## src/include/zx_settings.svh

```systemverilog
//==========================================================================
// Bus block widths and port map
//==========================================================================

`ifndef ZX_SETTINGS_SVH
`define ZX_SETTINGS_SVH

// CPU side bus
`define ZX_ADDR_W 16
`define ZX_DATA_W 8

// Banked RAM of 16 banks by 16K
`define ZX_RAM_ADDR_W 18
`define ZX_BANK_W 4
`define ZX_BANK_OFS_W 14

// Scorpion extended paging port
`define ZX_PORT_EXT 16'h1FFD

// Banks fixed at 4000 and 8000
`define ZX_BANK_SLOT1 5
`define ZX_BANK_SLOT2 2

`endif

```

## src/logic/zx_pkg.sv

```systemverilog
//==========================================================================
// Machine and port types
//==========================================================================

`default_nettype none

package zx_pkg;

	// Machine model, chosen at reset
	typedef enum logic [1:0] {
		MACH_SPEC128  = 2'd0,
		MACH_PENT256  = 2'd1,
		MACH_SCORP256 = 2'd2,
		MACH_SPEC48   = 2'd3
	} machine_t;

	// Decoded port write, valid for one clock
	typedef enum logic [1:0] {
		IO_NONE    = 2'd0,
		IO_PAGE_WR = 2'd1,
		IO_EXT_WR  = 2'd2,
		IO_ULA_WR  = 2'd3
	} io_op_t;

endpackage

`default_nettype wire

```

## src/logic/ula_port.sv

```systemverilog
//==========================================================================
// ULA output port
//==========================================================================

`timescale 1ns/10ps
`default_nettype none

`include "zx_settings.svh"

module ula_port
	import zx_pkg::*;
(
	input  logic                  clk_sys,
	input  logic                  reset,
	input  io_op_t                io_op,
	input  logic [`ZX_DATA_W-1:0] io_data,
	output logic [2:0]            border,
	output logic                  ear,
	output logic                  mic
);

	logic ula_wr;

	assign ula_wr = (io_op == IO_ULA_WR);

	// Border colour survives reset
	always_ff @(posedge clk_sys) begin
		if (ula_wr)
			border <= io_data[2:0];
	end

	always_ff @(posedge clk_sys) begin
		if (reset) begin
			ear <= 1'b0;
			mic <= 1'b0;
		end else if (ula_wr) begin
			ear <= io_data[4];
			mic <= io_data[3];
		end
	end

endmodule

`default_nettype wire

```

## config.mk

```make
export PLATFORM = sky130hd
export DESIGN_NAME = ula_port
export DESIGN_NICKNAME = d
export VERILOG_FILES = /design/src/logic/zx_pkg.sv /design/src/logic/ula_port.sv
export VERILOG_INCLUDE_DIRS = /design/src /design/src/include
export SDC_FILE = /design/constraint.sdc
export NUM_CORES = 1
export LEC_CHECK = 0
export BUFFER_PORTS_ARGS = -buffer_cell sky130_fd_sc_hd__clkbuf_2
export CORE_AREA = 4 4 41 43
export CTS_CLUSTER_SIZE = 14
export DETAILED_ROUTE_END_ITERATION = 8
export DIE_AREA = 0 0 45 47
export GPL_ROUTABILITY_DRIVEN = 1
export PLACE_DENSITY = 0.42
export SLEW_MARGIN = 20
export SYNTH_ARGS = -nofsm -noshare
export SYNTH_HDL_FRONTEND = slang
export SYNTH_SLANG_ARGS = --single-unit
```

## constraint.sdc

```tcl
create_clock -name clk_sys -period 0.8 [get_ports clk_sys]
set_input_delay 0.04 -clock clk_sys [delete_from_list [all_inputs] [get_ports clk_sys]]
set_output_delay 0.04 -clock clk_sys [all_outputs]
set_load 0.02 [all_outputs]
```

==> impl_metrics.tcl <==
set metrics [dict create \
    outcome "completed" \
    setup_viol 0 \
    ys_seq_area_share_pct 73.2 \
    layout.cells.non_filler 48 \
    critPathTopFamily "flip-flops" \
    dp_cells 40 \
    via_per_inst 3.69 \
    min_path_type "in2reg" \
    firstDrtPassIters 2 \
    cp_num_buf_inv 1 \
    worstPathMaxFanout 1 \
    synth_nets 24 \
    die_w_um 45 \
    grt_usage_pct 5.63 \
    io_buffer_count 13 \
    syn_area_um2 178 \
    maxCapViolCount 0 \
    grt_pass1_vias 182 \
    period_minus_slack_ns 0.796 \
    core_area_mm2 0.00130 \
    drv_slew 0 \
    rsz0062_at_grt "true" \
    synth_cell_types 6 \
    drtAntennaViolNets 0 \
    pin_count 17 \
    clk_latency_ns 0.24 \
    path_cells "buf_6" \
    row_count 13 \
    layout_common_cells "clkbuf_2 (9), dlygate4sd3_1 (4), edfxtp_1 (3), clkbuf_4 (3), buf_6 (3)" \
    mostFrequentLayoutCell "clkbuf_2" \
    required_ns 0.76 \
    routed_wl_um 486 \
    antenna_cells 0 \
    antenna_found_initial 0 \
    root_buffer "clkbuf_4" \
    period_share_pct 99.4 \
    dieArea_mm2 0.00212 \
    dieHeight_um 47 \
    clk_pin_slew_ns 0.04 \
    yosys_register_bits 5 \
    cts_sinks 5 \
    wire_per_inst_um 10.1 \
    grt_pass1_wl_um 745 \
    area_growth_pct 96.5 \
    worst_pin_slew_ns 0.118 \
    drive_gt1_share_pct 57.6 \
    slowest_stage "edfxtp_1" \
    initial_core_util_pct 13.7 \
    syn_inst 12 \
    overflow 0 \
    crit_path_end_kind "primary output" \
    crit_path_max_incr_delay_ns 0.37 \
    finalHoldViolCount 0 \
    cts_setup_buffers 0 \
    synth_area_per_cell_um2 14.8 \
    maxSlewHeadroom_pct 92.2 \
    ir_drop_mv 0.515 \
    max_freq_ghz 1.26 \
    hpwlAfterDp_um 398 \
    yosysWarnings 0 \
    vias 177 \
    nets 46 \
    p_per_area_mw_per_mm2 1960 \
    cp-start-kind "flop" \
    total_power_w 0.000685 \
    cp_data_arrival_time_ns 0.76 \
    clock_path_buffers 2 \
    numCtsBuffers 3 \
    drc_errors 0 \
    cts_tree "done" \
    gp_congestion 0.662 \
    h-tree-depth 1 \
    fin_skew_ns 0 \
    grt_max_degree 6 \
    initialDrtViolationCount 2 \
    path_class "reg2out" \
    leakagePower_nw 0.154 \
]
-- final cells by class --
cell class / instances / area (um2)
Multi-Input combinational cell: 7 / 47.5
Clock buffer: 4 / 26.3
Tap cell: 15 / 18.8
Fill cell: 142 / 952
Timing Repair Buffer: 17 / 124
Sequential cell: 5 / 133
-- cells by family after synthesis --
logic type | after synthesis | share of synthesized area (%)
AO/OA/AOI/OAI | 4 | 16.9
AND/OR/NAND/NOR | 3 | 9.86
flip-flops | 5 | 73.2
-- power breakdown --
part	switching (W)	total [W]	leakage (nW)	internal, W
clock	0.0000996	0.000288	0.0150	0.000188
sequential	0.00000667	0.000298	0.0454	0.000291
combinational	0.0000435	0.0000986	0.0940	0.0000551
-- repair_timing --
action,4_1_cts,5_1_grt
gates resized for setup,0,10
hold buffers,4,0
hold endpoints to repair,5,0
setup endpoints to repair,3,4
-- state kept, by name (all words and copies together) (netlist names) --
name,flops
border,3
ear,1
mic,1
-- cells in the mapped netlist --
library cell | count | area, um2
dfxtp_1 | 2 | 40.0
a21bo_1 | 2 | 20.0
edfxtp_1 | 3 | 90.1
and2_2 | 1 | 7.51
nand3_1 | 2 | 10.0
a21oi_1 | 2 | 10.0
-- through the flow --
| stage | cell area (um2) | setup WS [ns] | utilization (%) | TNS [ns] | hold slack, ns |
|---|---|---|---|---|---|
| floorplan | 180 | 0.0466 | - | 0 | 0.102 |
| CTS | 330 | -0.0118 | 25.4 | -0.0278 | 0.0189 |
| finish | 349 | 0.00445 | 26.8 | 0 | 0.0231 |
| global route | 349 | -0.0340 | 26.8 | -0.0890 | 0.0218 |
| detailed placement | 264 | 0.0830 | 20.3 | 0 | 0.219 |
| global placement | 264 | 0.113 | 20.3 | 0 | 0.209 |
-- final timing paths --
check,startpoint,end,slack (ns),cells after the start
hold / removal,io_data[4],ear,0.02,3
setup / recovery,border[2],border[2],0.004,1
setup reg to reg,mic,mic,0.09,2
hold reg to reg,ear,ear,0.57,2
-- metal layers --
metal	track usage, %	up-vias	wire length, um
li1	-	86	-
met5	0	-	0
met4	5.26	0	0
met3	4.21	0	84
met1	5.53	77	192
met2	7.63	14	209
Power figures use the tool's default switching activity.
