### src/include/zx_settings.svh
//==========================================================================
// Bus block widths and port map
//==========================================================================

`ifndef ZX_SETTINGS_SVH
`define ZX_SETTINGS_SVH

// CPU side bus
`define ZX_ADDR_W 16
`define ZX_DATA_W 8

// Banked RAM of 16 banks by 16K
`define ZX_RAM_ADDR_W 18
`define ZX_BANK_W 4
`define ZX_BANK_OFS_W 14

// Scorpion extended paging port
`define ZX_PORT_EXT 16'h1FFD

// Banks fixed at 4000 and 8000
`define ZX_BANK_SLOT1 5
`define ZX_BANK_SLOT2 2

`endif

### src/logic/mem_map.sv
//==========================================================================
// CPU address to RAM bank mapping
//==========================================================================

`timescale 1ns/10ps
`default_nettype none

`include "zx_settings.svh"

module mem_map (
	input  logic                      clk_sys,
	input  logic                      reset,
	input  logic [`ZX_ADDR_W-1:0]     addr,
	input  logic [`ZX_DATA_W-1:0]     wdata,
	input  logic                      mreq,
	input  logic                      rd,
	input  logic                      wr,
	input  logic [`ZX_BANK_W-1:0]     bank_top,
	input  logic                      ram0,
	input  logic [`ZX_DATA_W-1:0]     ram_q,
	output logic [`ZX_RAM_ADDR_W-1:0] ram_addr,
	output logic [`ZX_DATA_W-1:0]     ram_wdata,
	output logic                      ram_we,
	output logic [`ZX_DATA_W-1:0]     rdata
);

	localparam logic [`ZX_BANK_W-1:0] slot1_bank = `ZX_BANK_SLOT1;
	localparam logic [`ZX_BANK_W-1:0] slot2_bank = `ZX_BANK_SLOT2;

	logic [`ZX_BANK_W-1:0] bank;
	logic                  ram_sel;
	logic                  mem_wr;
	logic                  old_wr;
	logic                  rd_ram;

	// Slot 0 is ROM unless ram0 is set
	assign ram_sel = (addr[15:14] != 2'b00) | ram0;
	assign mem_wr  = mreq & wr & ram_sel;

	always_comb begin
		case (addr[15:14])
			2'd0:    bank = '0;
			2'd1:    bank = slot1_bank;
			2'd2:    bank = slot2_bank;
			default: bank = bank_top;
		endcase
	end

	assign ram_addr  = {bank, addr[`ZX_BANK_OFS_W-1:0]};
	assign ram_wdata = wdata;

	// One write per bus cycle, on the strobe edge
	always_ff @(posedge clk_sys) begin
		if (reset) begin
			old_wr <= 1'b0;
			ram_we <= 1'b0;
			rd_ram <= 1'b0;
		end else begin
			old_wr <= mem_wr;
			ram_we <= mem_wr & ~old_wr;
			rd_ram <= mreq & rd & ram_sel;
		end
	end

	// Unmapped reads float high
	assign rdata = rd_ram ? ram_q : {`ZX_DATA_W{1'b1}};

	a_rom_protect: assert property (@(posedge clk_sys) disable iff (reset)
		ram_we |-> (addr[15:14] != 2'b00) || ram0)
		else $error("RAM write into slot 0 while ROM is mapped");

endmodule

`default_nettype wire

### config.mk
export PLATFORM = sky130hd
export DESIGN_NAME = mem_map
export DESIGN_NICKNAME = d
export VERILOG_FILES = /design/src/logic/mem_map.sv
export VERILOG_INCLUDE_DIRS = /design/src /design/src/include
export SDC_FILE = /design/constraint.sdc
export NUM_CORES = 1
export LEC_CHECK = 0
export ABC_AREA = 1
export BUFFER_PORTS_ARGS = -buffer_cell sky130_fd_sc_hd__buf_2
export CORE_MARGIN = 5
export CORE_UTILIZATION = 25
export CTS_BUF_LIST = sky130_fd_sc_hd__clkbuf_8
export DETAILED_ROUTE_END_ITERATION = 7
export PLACE_DENSITY = 0.82
export SLEW_MARGIN = 10
export SYNTH_ARGS = -nofsm -noshare
export SYNTH_HDL_FRONTEND = slang
export SYNTH_SLANG_ARGS = --single-unit
### constraint.sdc
create_clock -name clk_sys -period 0.8 [get_ports clk_sys]
set_input_delay 0.24 -clock clk_sys [delete_from_list [all_inputs] [get_ports clk_sys]]
set_output_delay 0.24 -clock clk_sys [all_outputs]
set_load 0.01 [all_outputs]
==> impl_metrics.ini <==
[outcome]
outcome = complete, but fails checks
violations = setup timing

[timing]
fin_crit_sh_pct = 127
slew_headroom_pct = 91.8
rsz0062_at_grt = yes
tightest_slew_ns = 0.123
finalMaxSlewViolations = 0
fmax_mhz = 982
report.final.hold_viol_count = 0
clock_skew_ns = 0.00000465
final.setup.worst_slack_ns = -0.219
layout_min_cycle_time_ns = 1.02
setup_violations = 13

[logic_synthesis]
synthMuxAreaShare_pct = 0
synth_compound_gate_area_share_pct = 1.32
synth_area_leaders = buf_4 44%, dfxtp_1 16%, inv_1 13%, nand2_1 11%, nor2_1 6.0%
yosys.area_share.simple_pct = 24.8
syn_nets = 104
syn_area_sq_um = 378
synth_top_cell_by_area = buf_4
avgSynthCellArea_sq_um = 6.09
ys_warn_count = 0
yosysUniqueCellTypes = 10
synthXorXnorAreaFrac_pct = 0
synth_top_area_share_pct = 43.7
ys_seq_area_share_pct = 15.9
synth_top_family_by_area = buffers and inverters
ys_seq_elements = 3
synth_adder_area_share_pct = 0
syn_inst = 62

[power]
fin_total_pwr_w = 0.000742
ir_worst_vdd_mv = 0.640
p_leak_nw = 0.305
p_per_area_nw_per_um2 = 1430

[die]
die_w_um = 48.9
start_util_pct = 25.7
io_pins = 77
coreArea_sq_um = 1470
fp-row-count = 14
die_height_um = 48.9
dieArea_sq_um = 2390

[placement]
placed_cell_area_sq_um = 395
dp_hpwl_um = 874
place_ws_ns = -0.148
dp.cells = 88
io_buffers = 32
gp_congestion = 0.701

[setup_path]
worstSetupPathType = register to output pin
crit_required_ns = 0.56
cp-start-kind = register
arrival_ns = 0.78
critPathCaptureType = output pin
path_max_fanout = 8

[global_route]
busiest_layer = met2
antenna_found_initial = 0
grt.met3_usage_pct = 6.42
grt_overflow_total = 0
use_met1_pct = 5.46
grt_max_degree = 9
grt_use_met2_pct = 14.8
grt_first_pass_wirelength_mm = 1.67
track_usage_pct = 8.68
grt_pass1_vias = 420

[final_layout]
fin_cells = 94
final_common_cell = buf_2
syn_to_final_growth_pct = 37.7
drive_above_1_share_pct = 60.3
register_area_sq_um = 63.8
num_antenna_cells = 0
design_area_sq_um = 520
fillers = 165
final_nets = 121
layout.cells.most_common_list = 27 x buf_2, 12 x inv_1, 11 x nand2_1
final_util_pct = 35.4
multi_input_area_sq_um = 114

[cts]
root_buffer = clkbuf_8
cts_max_level = 1
worstSkewPairLatency_ns = 0.21
clock_sinks = 3
cts_tree = yes
cts-buffers-inserted = 3
clk_path_buf_depth = 2
clkTransAtPathRegs_ns = 0.03

[routing]
drt_iter0_markers = 2
wire_per_inst_um = 10.8
dr.pass1.iters = 2
antenna_left = 0
num_vias = 403
drc = 0
wl_mm = 1.02
via_per_inst = 4.29

[hold_path]
hp-class = input pin to register

[flow_run]
maxCapViolations = 0
area by class of cell:
cell class / instances / area share, %
Inverter: 13 / 10.8
Sequential cell: 3 / 12.3
Clock buffer: 3 / 7.93
Clock inverter: 1 / 0.721
Multi-Input combinational cell: 23 / 21.9
Timing Repair Buffer: 35 / 42.5
Tap cell: 16 / 3.85
cell usage after synthesis:
| cell type | count |
|---|---|
| nand2_1 | 11 |
| and3_1 | 1 |
| inv_1 | 13 |
| nor2_2 | 3 |
| nor2_1 | 6 |
| dfxtp_1 | 3 |
| nand3_1 | 1 |
| buf_4 | 22 |
| a21oi_1 | 1 |
| buf_2 | 1 |
state kept, by name (all words and copies together) (netlist names):
| register | count |
|---|---|
| old_wr | 1 |
| ram_we | 1 |
| rd_ram | 1 |
worst max-delay path: stages, from the launching register on:
cell and delay, ns:
dfxtp_4 0.37, nand2_1 0.06, buf_2 0.14
power by group:
group / switching, W / internal, W / leakage (nW)
Sequential: 0.00000503 / 0.000155 / 0.0253
Combinational: 0.0000729 / 0.0000961 / 0.253
Clock: 0.0000876 / 0.000326 / 0.0269
Total: 0.000166 / 0.000577 / 0.305
cells by family (layout without fill, tap and decap cells):
family                 count (synthesis)  in the layout
AOI/OAI and AO/OA                      1              1
buffers and inverters                 36             52
DFF                                    3              3
and+or+nand+nor                       22             22
final timing paths:
kind	startpoint	end	slack (ns)	depth (start not counted)
hold reg to reg	old_wr	ram_we	0.40	1
setup reg to reg	old_wr	ram_we	0.34	1
hold / removal	rd	rd_ram	0.28	3
setup / recovery	rd_ram	rdata[4]	-0.22	2
layer usage:
layer / up-vias / part of all wire [%]
met4: 0 / 2.9
met3: 10 / 20
met5: - / 0
met2: 42 / 52
met1: 166 / 25
li1: 185 / -
per-stage QoR:
| stage | setup TNS, ns | hold slack [ns] |
|---|---|---|
| 2_1_floorplan | 0 | 0.381 |
| 3_3_place_gp | -0.951 | 0.388 |
| 3_5_place_dp | -1.38 | 0.402 |
| 4_1_cts | -2.11 | 0.283 |
| 5_1_grt | -2.42 | 0.301 |
| 6_report | -1.97 | 0.285 |
timing repair:
item / CTS / global route
resized for setup: 12 / 6
pin swaps: 6 / 5
setup buffers: 2 / 0
hold buffers: 0 / 0
setup endpoints to repair: 13 / 13
(Power assumes the default switching activity.)
