`config.mk`:
```
export PLATFORM = sky130hd
export DESIGN_NAME = page_control
export DESIGN_NICKNAME = d
export VERILOG_FILES = /design/src/logic/zx_pkg.sv /design/src/logic/page_control.sv
export VERILOG_INCLUDE_DIRS = /design/src /design/src/include
export SDC_FILE = /design/constraint.sdc
export NUM_CORES = 1
export LEC_CHECK = 0
export BUFFER_PORTS_ARGS = -buffer_cell sky130_fd_sc_hd__buf_2
export CELL_PAD_IN_SITES_DETAIL_PLACEMENT = 1
export CELL_PAD_IN_SITES_GLOBAL_PLACEMENT = 2
export CORE_ASPECT_RATIO = 0.6
export CORE_MARGIN = 4
export CORE_UTILIZATION = 21
export DETAILED_ROUTE_END_ITERATION = 7
export PLACE_DENSITY = 0.91
export REMOVE_ABC_BUFFERS = 1
export SYNTH_ARGS = -nofsm -noshare
export SYNTH_HDL_FRONTEND = slang
export SYNTH_SLANG_ARGS = --single-unit
```
`constraint.sdc`:
```
create_clock -name clk_sys -period 4.1 [get_ports clk_sys]
set_input_delay 0 -clock clk_sys [delete_from_list [all_inputs] [get_ports clk_sys]]
set_output_delay 0 -clock clk_sys [all_outputs]
set_load 0.02 [all_outputs]
```
`src/include/zx_settings.svh`:
```
//==========================================================================
// Bus block widths and port map
//==========================================================================

`ifndef ZX_SETTINGS_SVH
`define ZX_SETTINGS_SVH

// CPU side bus
`define ZX_ADDR_W 16
`define ZX_DATA_W 8

// Banked RAM of 16 banks by 16K
`define ZX_RAM_ADDR_W 18
`define ZX_BANK_W 4
`define ZX_BANK_OFS_W 14

// Scorpion extended paging port
`define ZX_PORT_EXT 16'h1FFD

// Banks fixed at 4000 and 8000
`define ZX_BANK_SLOT1 5
`define ZX_BANK_SLOT2 2

`endif

```
`src/logic/zx_pkg.sv`:
```
//==========================================================================
// Machine and port types
//==========================================================================

`default_nettype none

package zx_pkg;

	// Machine model, chosen at reset
	typedef enum logic [1:0] {
		MACH_SPEC128  = 2'd0,
		MACH_PENT256  = 2'd1,
		MACH_SCORP256 = 2'd2,
		MACH_SPEC48   = 2'd3
	} machine_t;

	// Decoded port write, valid for one clock
	typedef enum logic [1:0] {
		IO_NONE    = 2'd0,
		IO_PAGE_WR = 2'd1,
		IO_EXT_WR  = 2'd2,
		IO_ULA_WR  = 2'd3
	} io_op_t;

endpackage

`default_nettype wire

```
`src/logic/page_control.sv`:
```
//==========================================================================
// 128K paging register
//==========================================================================

`timescale 1ns/10ps
`default_nettype none

`include "zx_settings.svh"

module page_control
	import zx_pkg::*;
(
	input  logic                  clk_sys,
	input  logic                  reset,
	input  machine_t              machine_sel,
	input  logic [`ZX_ADDR_W-1:0] addr,
	input  io_op_t                io_op,
	input  logic [`ZX_DATA_W-1:0] io_data,
	output logic [`ZX_BANK_W-1:0] bank_top,
	output logic                  ram0,
	output logic                  screen_page,
	output logic [1:0]            rom_page
);

	machine_t machine;
	logic     zx48;
	logic     scorp;
	logic     page_lock;
	logic     page_disable;
	logic     page_take;
	logic     ext_take;
	// Bits 2..0 bank, 3 screen, 4 ROM, 5 lock
	logic [5:0] page_reg;
	logic       page_ext;

	assign zx48         = (machine == MACH_SPEC48);
	assign scorp        = (machine == MACH_SCORP256);
	assign page_lock    = page_reg[5];
	assign page_disable = zx48 | page_lock;

	// Scorpion also wants A14 high on the paging port
	assign page_take = (io_op == IO_PAGE_WR) && !page_disable && (addr[14] || !scorp);
	assign ext_take  = (io_op == IO_EXT_WR) && scorp && !page_disable;

	// Machine type only follows the selection while in reset
	always_ff @(posedge clk_sys) begin
		if (reset)
			machine <= machine_sel;
	end

	always_ff @(posedge clk_sys) begin
		if (reset) begin
			page_reg <= '0;
			page_ext <= 1'b0;
			ram0     <= 1'b0;
		end else if (page_take) begin
			page_reg <= io_data[5:0];
			if (machine == MACH_PENT256)
				page_ext <= io_data[6];
		end else if (ext_take) begin
			page_ext <= io_data[4];
			ram0     <= io_data[0];
		end
	end

	//==========================================================================
	// Outputs
	//==========================================================================

	assign bank_top    = {page_ext, page_reg[2:0]};
	assign screen_page = page_reg[3];
	// 3 is 48 BASIC, 2 is the 128 editor
	assign rom_page    = (zx48 || page_reg[4]) ? 2'd3 : 2'd2;

	// Lock only clears through reset
	a_lock_hold: assert property (@(posedge clk_sys) disable iff (reset)
		$fell(page_lock) |-> $past(reset))
		else $error("paging lock cleared without reset");

endmodule

`default_nettype wire

```
==> summary.md <==
| Metric | Value |
|---|---|
| Final HPWL from detailed placement | `between 900 and 1000 um` |
| RSZ-0062 raised after global routing | `no` |
| Max stage delay on crit path | `0.68 ns` |
| CTS tree | `done` |
| # rows | `12` |
| Setup_tns | `0 ns` |
| Clock sink count | `10` |
| Initial Util | `0.236` |
| Via density | `4.27` |
| GRT Total Usage | `0.0905` |
| Fin crit share | `0.439` |
| Number of max-cap violations | `0` |
| Max-Slew Margin vs Limit | `0.541` |
| DIE AREA | `3070 sq um` |
| GRT Max-Usage Layer | `met2` |
| Share of layout cells above drive strength 1 | `0.444` |
| DR pass1 iterations | `4` |
| I/O pin cnt | `38` |
| P per Cell Area | `~420 nW/um^2` |
| Overall power | `about 270 uW` |
| DP Worst Slack | `~2.3 ns` |
| Grt ovf | `0` |
| Clock Path Buffers | `2` |
| Synth Register Bits | `10` |
| Drt total wl | `about 1200 um` |
| Worst-margin pin slew | `about 0.7 ns` |
| Grt met3 use | `0.0381` |
| P&R area growth vs syn | `36.1%` |
| Core Footprint | `just under 2000 sq um` |
| Maximum vdd drop | `0.0776 mV` |
| CP max FO | `7` |
| Skew-Pair Late Insertion Delay | `approximately 0.23 ns` |
| Status | `completed` |
| Most area-hungry cell type in the Yosys netlist | `dfxtp_1` |
| Antenna Cells | `0` |
| Top cell type's share of synthesized area | `0.342` |
| Post-route ant nets | `0` |
| Avg Inst Size Synth | `approximately 11 sq um` |
| Critical path's top delay family | `compound AO/OA/AOI/OAI gates` |
| Seq/Total Area, Yosys | `0.471` |
| Final hold violation count | `0` |
| Mapped Cells | `43` |
| Drt wl/cell | `around 13 um` |
| Post-CTS Resized | `0` |
| Count of final max-slew check failures | `0` |
| Crit path time final | `~1.8 ns` |
| WP data required | `4.21 ns` |
| Largest net degree at the start of global routing | `11` |
| Synth area leaders | `dfxtp_1 (34%), mux2i_1 (13%), edfxtp_1 (13%)` |
| Crit path kind | `reg2reg` |
| Max Clk Rate | `~560 MHz` |
| Num CTS Buffers | `3` |
| CP cell instances | `nand2b_4 > a2111oi_4 > mux2i_1 > a211oi_2` |
| Final #Nets | `94` |
| Postcts setup bufs | `0` |
| Via count of the first global-routing pass | `approximately 410` |
| Initial DRC count | `29` |
| Crit path buf inv count | `0` |
| Fin util | `0.321` |
| M1 GR Usage | `0.0932` |
| Mapped Area | `~470 sq um` |
| Met2 Track Usage GR | `0.152` |
| DIE WIDTH | `just under 70 um` |
| Crit end category | `flop` |
| Die height | `44.6 um` |
| First-pass GRT wire length | `roughly 1900 um` |
| DRC viols | `0` |
| Clock root buffer | `clkbuf_8` |
| Routability cong. | `~0.67` |
| Final WS setup | `2.30 ns` |
| CP startpoint kind | `flop` |
| Setup violations, final | `0` |
| I/O Buffers | `20` |
| Fillcell total | `243` |
| Yosys warns | `0` |
| HP Class | `in2reg` |
| Synth cell types | `17` |
| Max reg flops | `6` |
| P_leak | `roughly 0.28 nW` |
| Setup Skew | `around 0.00034 ns` |
| Reg clk slew, reported paths | `approximately 0.05 ns` |
| Slowest-stage cell, CP | `a2111oi_4` |
| Via count | `about 400` |
| CTS HTree Levels | `1` |
| Crit path DAT | `1.91 ns` |
| Antenna violations before repair | `0` |
-- layout by cell type (no fill, tap or decap), drive strengths merged --
| master | Yosys | routed |
|---|---|---|
| nand4bb | 1 | 1 |
| inv | 1 | 1 |
| o21ai | 1 | 1 |
| a2111oi | 1 | 1 |
| a21oi | 3 | 3 |
| mux2i | 6 | 6 |
| conb | 1 | 1 |
| a21o | 1 | 1 |
| buf | 6 | 20 |
| clkbuf | 0 | 4 |
| dfxtp | 8 | 8 |
| nand2b | 1 | 1 |
| edfxtp | 2 | 2 |
| a211oi | 1 | 1 |
| nor2 | 8 | 8 |
| or4bb | 1 | 1 |
| dlygate4sd3 | 0 | 2 |
| nand2 | 1 | 1 |
-- cell type report --
| cell class | count | area, sq um | area share |
|---|---|---|---|
| clock buffers | 4 | 55.1 | 0.0864 |
| inverters | 1 | 3.75 | 0.00589 |
| repair buffers | 22 | 120 | 0.189 |
| flip-flops and latches | 10 | 220 | 0.346 |
| multi-input cells | 26 | 203 | 0.318 |
| well taps | 28 | 35.0 | 0.0550 |
-- per-layer routing --
layer | routed length (um) | share of wire
met1 | 452 | 0.37
met2 | 645 | 0.53
met3 | 101 | 0.083
met4 | 22 | 0.018
met5 | 0 | 0
-- Yosys cell counts, drive strengths merged --
| cell type | count |
|---|---|
| inv | 1 |
| a21oi | 3 |
| a2111oi | 1 |
| nand2b | 1 |
| dfxtp | 8 |
| nor2 | 8 |
| buf | 6 |
| conb | 1 |
| o21ai | 1 |
| edfxtp | 2 |
| a21o | 1 |
| nand2 | 1 |
| nand4bb | 1 |
| a211oi | 1 |
| mux2i | 6 |
| or4bb | 1 |
-- where the power goes --
group / switching [mW] / internal [mW] / total, mW
combinational: 0.0186 / 0.0167 / 0.0353
clock: 0.0394 / 0.0845 / 0.124
sequential: 0.00437 / 0.106 / 0.110
total: 0.0625 / 0.207 / 0.270
-- logic make-up after synthesis --
| kind of cell | share of synthesized area |
|---|---|
| mux | 0.128 |
| compound gates | 0.147 |
| other cells | 0.00801 |
| flops | 0.471 |
| buf+inv | 0.0962 |
| simple gates | 0.150 |
-- path summary, 6_finish.rpt --
kind / slack (ns) / cells past startpoint / to / startpoint
hold reg to reg: 0.49 / 2 / page_reg[0]$_SDFFE_PP0P_ / page_reg[0]$_SDFFE_PP0P_
setup reg to reg: 2.30 / 4 / page_ext$_SDFFE_PP0P_ / machine[0]$_DFFE_PP_
setup / recovery: 2.30 / 4 / page_ext$_SDFFE_PP0P_ / machine[0]$_DFFE_PP_
hold / removal: 0.003 / 3 / page_reg[3]$_SDFFE_PP0P_ / io_data[3]
-- metrics by stage --
| step | cell area [sq um] | hold slack (ns) | instances |
|---|---|---|---|
| after floorplan | 427 | 0.0646 | 37 |
| after global placement | 562 | 0.178 | 85 |
| after detailed placement | 562 | 0.184 | 85 |
| after CTS | 637 | 0.00198 | 91 |
| after global routing | 637 | 0.0205 | 91 |
| final | 637 | 0.00289 | 91 |
-- worst min-delay path, cell delays in order --
cell and delay (ns):
buf_2 0.07, mux2i_1 0.06, nor2_1 0.07
-- what timing repair did --
action	4_1_cts	5_1_grt
hold buffers	2	0
endpoints found under the setup margin	0	0
endpoints found under the hold margin	2	0
Note: power is estimated with default switching activity, not from simulation.
