`src/include/zx_settings.svh`:
```
//==========================================================================
// Bus block widths and port map
//==========================================================================

`ifndef ZX_SETTINGS_SVH
`define ZX_SETTINGS_SVH

// CPU side bus
`define ZX_ADDR_W 16
`define ZX_DATA_W 8

// Banked RAM of 16 banks by 16K
`define ZX_RAM_ADDR_W 18
`define ZX_BANK_W 4
`define ZX_BANK_OFS_W 14

// Scorpion extended paging port
`define ZX_PORT_EXT 16'h1FFD

// Banks fixed at 4000 and 8000
`define ZX_BANK_SLOT1 5
`define ZX_BANK_SLOT2 2

`endif

```
`src/logic/zx_pkg.sv`:
```
//==========================================================================
// Machine and port types
//==========================================================================

`default_nettype none

package zx_pkg;

	// Machine model, chosen at reset
	typedef enum logic [1:0] {
		MACH_SPEC128  = 2'd0,
		MACH_PENT256  = 2'd1,
		MACH_SCORP256 = 2'd2,
		MACH_SPEC48   = 2'd3
	} machine_t;

	// Decoded port write, valid for one clock
	typedef enum logic [1:0] {
		IO_NONE    = 2'd0,
		IO_PAGE_WR = 2'd1,
		IO_EXT_WR  = 2'd2,
		IO_ULA_WR  = 2'd3
	} io_op_t;

endpackage

`default_nettype wire

```
`src/logic/io_decoder.sv`:
```
//==========================================================================
// I/O write decoder
//==========================================================================

`timescale 1ns/10ps
`default_nettype none

`include "zx_settings.svh"

module io_decoder
	import zx_pkg::*;
(
	input  logic                  clk_sys,
	input  logic                  reset,
	input  logic [`ZX_ADDR_W-1:0] addr,
	input  logic [`ZX_DATA_W-1:0] wdata,
	input  logic                  iorq,
	input  logic                  wr,
	input  logic                  m1,
	output io_op_t                io_op,
	output logic [`ZX_DATA_W-1:0] io_data
);

	// Port write, interrupt acknowledge excluded
	logic   io_wr;
	logic   old_wr;
	io_op_t port_op;

	assign io_wr = iorq & wr & ~m1;

	// Extended port checked first since it also matches the paging pattern
	always_comb begin
		if (addr == `ZX_PORT_EXT)
			port_op = IO_EXT_WR;
		else if (!addr[15] && !addr[1])
			port_op = IO_PAGE_WR;
		else if (!addr[0])
			port_op = IO_ULA_WR;
		else
			port_op = IO_NONE;
	end

	always_ff @(posedge clk_sys) begin
		if (reset) begin
			old_wr <= 1'b0;
			io_op  <= IO_NONE;
		end else begin
			old_wr <= io_wr;
			io_op  <= (io_wr && !old_wr) ? port_op : IO_NONE;
		end
	end

	// Data is captured with the operation
	always_ff @(posedge clk_sys) begin
		if (io_wr && !old_wr)
			io_data <= wdata;
	end

	// Pager samples the address while the operation is valid
	a_write_held: assert property (@(posedge clk_sys) disable iff (reset)
		(io_op != IO_NONE) |-> io_wr)
		else $error("port write strobe dropped before the operation was taken");

endmodule

`default_nettype wire

```
`config.mk`:
```
export PLATFORM = sky130hd
export DESIGN_NAME = io_decoder
export DESIGN_NICKNAME = d
export VERILOG_FILES = /design/src/logic/zx_pkg.sv /design/src/logic/io_decoder.sv
export VERILOG_INCLUDE_DIRS = /design/src /design/src/include
export SDC_FILE = /design/constraint.sdc
export NUM_CORES = 1
export LEC_CHECK = 0
export BUFFER_PORTS_ARGS = -buffer_cell sky130_fd_sc_hd__buf_4
export CAP_MARGIN = 5
export CORE_AREA = 2 2 39 41
export CTS_CLUSTER_DIAMETER = 200
export DETAILED_ROUTE_END_ITERATION = 6
export DIE_AREA = 0 0 41 43
export PLACE_DENSITY = 0.68
export SLEW_MARGIN = 40
export SYNTH_ARGS = -nofsm -noshare
export SYNTH_HDL_FRONTEND = slang
export SYNTH_SLANG_ARGS = --single-unit
```
`constraint.sdc`:
```
create_clock -name clk_sys -period 2.14 [get_ports clk_sys]
set_clock_uncertainty 0.2 [all_clocks]
set_input_delay 0.428 -clock clk_sys [delete_from_list [all_inputs] [get_ports clk_sys]]
set_output_delay 0.428 -clock clk_sys [all_outputs]
set_load 0.01 [all_outputs]
```
==> impl_metrics.json, run 1 <==
{
  "clock_latency_ps": 250,
  "met3_usage_pct": 9.424,
  "status": "completed",
  "tightest_slew_ps": 156.4,
  "power_density_nw_per_um2": 582.2,
  "rr_worst_depth": 2,
  "ant_nets": 0,
  "cts_resized": 0,
  "met2_usage_pct": 21.88,
  "cap_violations": 0,
  "drt_iter0_markers": 1,
  "gr-max-usage-layer": "met2",
  "ys_top_cells_by_area": "edfxtp_1 (61%), dfxtp_1 (15%), nand4bb_1 (5.7%)",
  "grt_pass1_wl_mm": 1.483,
  "slew_viol_final": 0,
  "final.setup.tns_ps": 0,
  "diodes": 0,
  "dr.pass1.iters": 4,
  "grt_pass1_vias": 368,
  "fp.coreArea_um2": 1384,
  "post_drt_wl_per_cell_um": 12.24,
  "synth_top_area_share_pct": 60.95,
  "synthDistinctLibCells": 12,
  "synth_seq_cells": 11,
  "ys_seq_area_share_pct": 76.19,
  "track_usage_pct": 13.86,
  "critPathSlowestCell": "or4_4",
  "r2r-end": "io_op[0]",
  "period_share_pct": 67.91,
  "path_max_fanout": 2,
  "fillers": 134,
  "synth_most_common_cell": "edfxtp_1",
  "clockRootBuffer": "clkbuf_4",
  "start_util_pct": 28.48,
  "fin_crit_ps": 1453,
  "syn-instance-count": 24,
  "dpl-instance-area_um2": 706.9,
  "worstPathCellList": "buf_4 -> nand4bb_1 -> or4_4 -> and3b_1",
  "clk_pin_slew_ps": 60,
  "synth-async-reset-ratio_pct": 0,
  "chipWidth_um": 41,
  "endpoint_kind": "register",
  "worstSetupEndpoint": "io_op[0]",
  "avgSynthCellArea_um2": 16.42,
  "route.vias.total": 383,
  "syn-cell-area_um2": 394.1,
  "postCtsSetupRepairBufs": 0,
  "critical_path_arrival_ps": 1410,
  "post-route-drc-count": 0,
  "drive_gt1_share_pct": 64.18,
  "hp-class": "in -> reg",
  "ys_top_cells_by_count": "edfxtp_1 (8), dfxtp_1 (3), nand4_1 (2), nand4bb_1 (2), nor3_1 (2)",
  "h-tree-depth": 1,
  "num_io_pins": 39,
  "io_buffers": 38,
  "grt_max_degree": 9,
  "grt.overflow.total": 0,
  "critPathLaunch": "addr[14]",
  "ys.flop_type": "edfxtp_1",
  "synthesis.nets": 53,
  "stdcell_area_um2": 733.2,
  "cts_tree": "built",
  "cpLargestDelayFamily": "simple AND/OR/NAND/NOR gates",
  "worstPathRequired_ps": 2090,
  "critPathBufInv": 1,
  "multi_input_area_um2": 93.84,
  "gp_congestion": 0.6623,
  "irDropWorstVdd_v": 0.0003007,
  "nets": 97,
  "relSlewSlack_pct": 89.49,
  "cts.path.max_buffers": 2,
  "grt_antenna_before_repair": 0,
  "path_class": "in -> reg",
  "wirelength_mm": 1.016,
  "yosysTopAreaCell": "edfxtp_1",
  "fin_cells": 83,
  "die_area_um2": 1763,
  "critPathLaunchType": "input pin",
  "path_depth": 4,
  "die_h_um": 43,
  "clock.fmax_mhz": 688.1,
  "area_growth_pct": 86.03,
  "rows": 14,
  "postCtsHoldBufs": 0,
  "synth-edff-count": 8,
  "r2r-start": "old_wr",
  "reg2reg_slack_ps": 850,
  "finalHoldViolCount": 0,
  "final-seq-area_um2": 300.3,
  "dpl.cell_count": 79,
  "rsz0062_at_grt": "no",
  "clock-sinks": 11,
  "max_stage_delay_ps": 520,
  "grtUsageMet1_pct": 11.15,
  "setup-violations-final": 0,
  "viasPerCell": 4.614,
  "p_leak_nw": 0.3276,
  "synth_warnings": 0,
  "numCtsBuffers": 3
}
[where the power goes]
group          internal [mW]  switching, mW  leakage (nW)
clock network         0.0718         0.0589        0.0150
logic                 0.0421         0.0178         0.215
registers              0.235        0.00156        0.0977
[stage by stage]
step	hold WS (ps)	total power, mW	utilization (%)	setup slack [ps]
floorplan	292.0	0.2508	-	467.5
CTS	122.7	0.4361	52.98	703.7
finish	134.3	0.4269	52.98	686.8
detailed placement	338.8	0.3017	51.09	419.4
global route	107.5	0.4583	52.98	670.0
global placement	341.5	0.3003	51.09	429.2
[flip-flops by register name, summed over array words and instances, names as in the netlist]
register and count:
io_data 8, io_op 2, old_wr 1
[cells in the final DEF (no fill, tap or decap)]
master,instances
a21oi_1,1
and3b_1,1
buf_4,39
clkbuf_1,1
clkbuf_4,3
dfxtp_1,3
edfxtp_1,8
nand2_1,1
nand4_1,2
nand4bb_1,2
nor3_1,2
o21ai_0,1
o21bai_1,1
or4_1,1
or4_4,1
[cell type report]
type                       count  share of cell area (%)
tap                           16                   2.730
timing repair buffer          39                   39.93
sequential                    11                   40.96
clock buffer                   4                   3.584
multi-input combinational     13                   12.80
[per-layer routing]
| metal | wire length (um) | up-vias |
|---|---|---|
| met5 | 0 | - |
| met4 | 0 | 0 |
| met3 | 196 | 0 |
| met2 | 468 | 39 |
| met1 | 350 | 161 |
| li1 | - | 183 |
[cells by family after synthesis]
kind of cell       count (synthesis)  share of synthesized area (%)
AOI/OAI and AO/OA                  3                          4.443
DFF                               11                          76.19
and+or+nand+nor                   10                          19.36
[how the worst min path moves through the flow]
stage	from	to	slack, ps	cells after the start
floorplan	old_wr	io_op[1]	290	2
global placement	old_wr	io_op[1]	340	2
detailed placement	old_wr	io_op[1]	340	2
CTS	reset	old_wr	120	2
global route	reset	old_wr	110	2
finish	reset	old_wr	130	2
No activity file was read; power rests on OpenSTA's default activity.
==> inputs of run 2 (changes only) <==
--- a/config.mk
+++ b/config.mk
@@ -6,13 +6,14 @@
 export SDC_FILE = /design/constraint.sdc
 export NUM_CORES = 1
 export LEC_CHECK = 0
+export ABC_AREA = 1
 export BUFFER_PORTS_ARGS = -buffer_cell sky130_fd_sc_hd__buf_4
 export CAP_MARGIN = 5
-export CORE_AREA = 2 2 39 41
+export CORE_MARGIN = 2
+export CORE_UTILIZATION = 36
 export CTS_CLUSTER_DIAMETER = 200
 export DETAILED_ROUTE_END_ITERATION = 6
-export DIE_AREA = 0 0 41 43
-export PLACE_DENSITY = 0.68
+export PLACE_DENSITY = 0.75
 export SLEW_MARGIN = 40
 export SYNTH_ARGS = -nofsm -noshare
 export SYNTH_HDL_FRONTEND = slang
==> constraint.sdc (replaced) <==
create_clock -name clk_sys -period 1.5 [get_ports clk_sys]
set_clock_uncertainty 0.2 [all_clocks]
set_input_delay 0.3 -clock clk_sys [delete_from_list [all_inputs] [get_ports clk_sys]]
set_output_delay 0.3 -clock clk_sys [all_outputs]
set_load 0.01 [all_outputs]
==> run 2 against run 1 <==
Register-to-register slack worse by 410 ps. Critical path type is now reg -> out. Critical endpoint is now io_data[4]. Flip-flop and latch count unchanged. Count of clock-buffer cells in the layout unchanged. Largest cell class is now non-clock buffers. Cell count up 39%. Hold slack worse by 110 ps. Die area down 6.2%. Global-route usage up 1.1 points.
==> impl_metrics.json, run 2 <==
{
  "clock_latency_ps": 250,
  "syn-cell-area_um2": 484.2,
  "postCtsSetupRepairBufs": 0,
  "max_stage_delay_ps": 370,
  "period_share_pct": 85.52,
  "switching_share_pct": 20.33,
  "area_growth_pct": 82.17,
  "final_cell_mix": "buf_4 (39), nand2_1 (13), nor2_1 (10), inv_1 (8), edfxtp_1 (8)",
  "track_usage_pct": 14.99,
  "met3RoutedLength_um": 133,
  "tightest_slew_ps": 216.7,
  "postCtsHoldBufs": 0,
  "grt_antenna_before_repair": 0,
  "worstPathCellList": "buf_4",
  "drt_iter0_markers": 7,
  "p_int_mw": 0.5122,
  "critPathLaunchType": "register",
  "die_h_um": 40.68,
  "viasPerCell": 4.383,
  "critPathSlowestCell": "edfxtp_1",
  "wl_met2_um": 635,
  "finalHoldViolCount": 0,
  "slew_viol_final": 0,
  "synth_warnings": 0,
  "largest_reg_flops": 8,
  "chipWidth_um": 40.68,
  "synth-edff-count": 8,
  "cap_violations": 0,
  "clock-sinks": 11,
  "fp.coreArea_um2": 1285,
  "num_io_pins": 39,
  "pwr-share-clk_pct": 29.6,
  "wl_met1_um": 403,
  "irDropWorstVdd_v": 0.0003703,
  "die_area_um2": 1654,
  "numCtsBuffers": 3,
  "layout_commonest_cell": "buf_4",
  "h-tree-depth": 1,
  "routed.top_layer": "met3",
  "dr.pass1.iters": 4,
  "post-route-drc-count": 0,
  "top_register": "io_data",
  "ant_nets": 0,
  "fin_crit_ps": 1283,
  "rsz0062_at_grt": "no",
  "synthDistinctLibCells": 11,
  "clockRootBuffer": "clkbuf_4",
  "cts_resized": 0,
  "nets": 130,
  "synth_seq_cells": 11,
  "ys_seq_area_share_pct": 62.02,
  "p_sw_mw": 0.1307,
  "path_max_fanout": 1,
  "io_buffers": 38,
  "route.vias.total": 504,
  "clk_pin_slew_ps": 70,
  "cpLargestDelayFamily": "flip-flops",
  "setup-violations-final": 0,
  "synthesis.nets": 80,
  "status": "completed",
  "wirelength_mm": 1.172,
  "ys.flop_type": "edfxtp_1",
  "post_drt_wl_per_cell_um": 10.19,
  "endpoint_kind": "output pin",
  "ys_top_cells_by_area": "edfxtp_1 (50%), dfxtp_1 (12%), nand2_1 (10%)",
  "post-dp-hpwl_um": 965.6,
  "gp_congestion": 0.6738,
  "relSlewSlack_pct": 85.40,
  "syn-instance-count": 51,
  "synth-async-reset-ratio_pct": 0,
  "p_leak_nw": 0.4362,
  "final.setup.tns_ps": 0,
  "hp-class": "in -> reg",
  "ys_top_cells_by_count": "nand2_1 (13), nor2_1 (10), edfxtp_1 (8), inv_1 (8), dfxtp_1 (3)",
  "reg_top3": "io_data: 8 flops, io_op: 2 flops, old_wr: 1 flops",
  "final_core_util_pct": 68.65,
  "grt_pass1_wl_mm": 1.607,
  "seq_power_share_pct": 52.4,
  "worstPathRequired_ps": 1000,
  "cts.path.max_buffers": 2,
  "diodes": 0,
  "synth_most_common_cell": "nand2_1",
  "grt_max_degree": 9,
  "clock.fmax_mhz": 779.6,
  "critPathBufInv": 1,
  "avgSynthCellArea_um2": 9.494,
  "yosysTopAreaCell": "edfxtp_1",
  "grt.overflow.total": 0,
  "grt_pass1_vias": 449,
  "start_util_pct": 37.68,
  "synth_top_area_share_pct": 49.61,
  "power_density_nw_per_um2": 728.9,
  "path_class": "reg -> out",
  "pwr-share-comb_pct": 18.1,
  "cts_tree": "built",
  "rows": 13,
  "drive_gt1_share_pct": 46.00,
  "critical_path_arrival_ps": 780
}
[run 2: layout make-up]
cell class | count | area [um2]
Tap cell | 15 | 18.77
Inverter | 8 | 30.03
Sequential cell | 11 | 300.3
Multi-Input combinational cell | 32 | 153.9
Timing Repair Buffer | 45 | 352.8
Clock buffer | 4 | 26.28
Fill cell | 108 | 402.9
[run 2: cell families (layout without fill, tap and decap cells)]
family                 Yosys count  after routing  share of synthesized area (%)
AO/OA/AOI/OAI                    3              3                          3.876
buffers and inverters            8             57                          6.202
flip-flops                      11             11                          62.02
AND/OR/NAND/NOR                 29             29                          27.91
[run 2: routing by layer]
metal | global-route usage, % | vias to the layer above
met5 | 0 | -
met4 | 8.333 | 0
met3 | 3.804 | 0
met2 | 28.57 | 32
met1 | 14.29 | 212
li1 | - | 260
[run 2: worst reg2reg max path, cell delays in order, from the launching register on]
cell and delay (ps):
dfxtp_1 310, nor2_1 100, buf_4 170
[run 2: final timing paths]
kind / startpoint / endpoint / slack, ps / depth (start not counted)
worst max register to register: old_wr / io_data[7] / 440 / 2
worst min-delay path: wdata[5] / io_data[5] / 20 / 1
worst min register to register: old_wr / io_op[1] / 330 / 3
worst max-delay path: io_data[4] / io_data[4] / 220 / 1
[run 2: power groups by stage]
stage	logic (mW)	clock network, mW	registers [mW]
2_1_floorplan	0.0231	0	0.347
3_3_place_gp	0.0999	0	0.343
3_5_place_dp	0.103	0	0.344
4_1_cts	0.104	0.194	0.337
5_1_grt	0.127	0.217	0.337
6_report	0.116	0.190	0.337
[run 2: stage by stage]
step                      total power, mW  std cells  setup WS [ps]  area (um2)  hold WS [ps]
after CTS                          0.6347        109          206.6       822.0         2.473
after floorplan                    0.3705         51          112.9       484.2         178.8
after global placement             0.4432        105          201.8       795.8         274.9
after detailed placement           0.4471        105          166.9       795.8         277.4
after global routing               0.6812        115          174.4       882.1         1.448
final                              0.6429        115          217.3       882.1         19.38
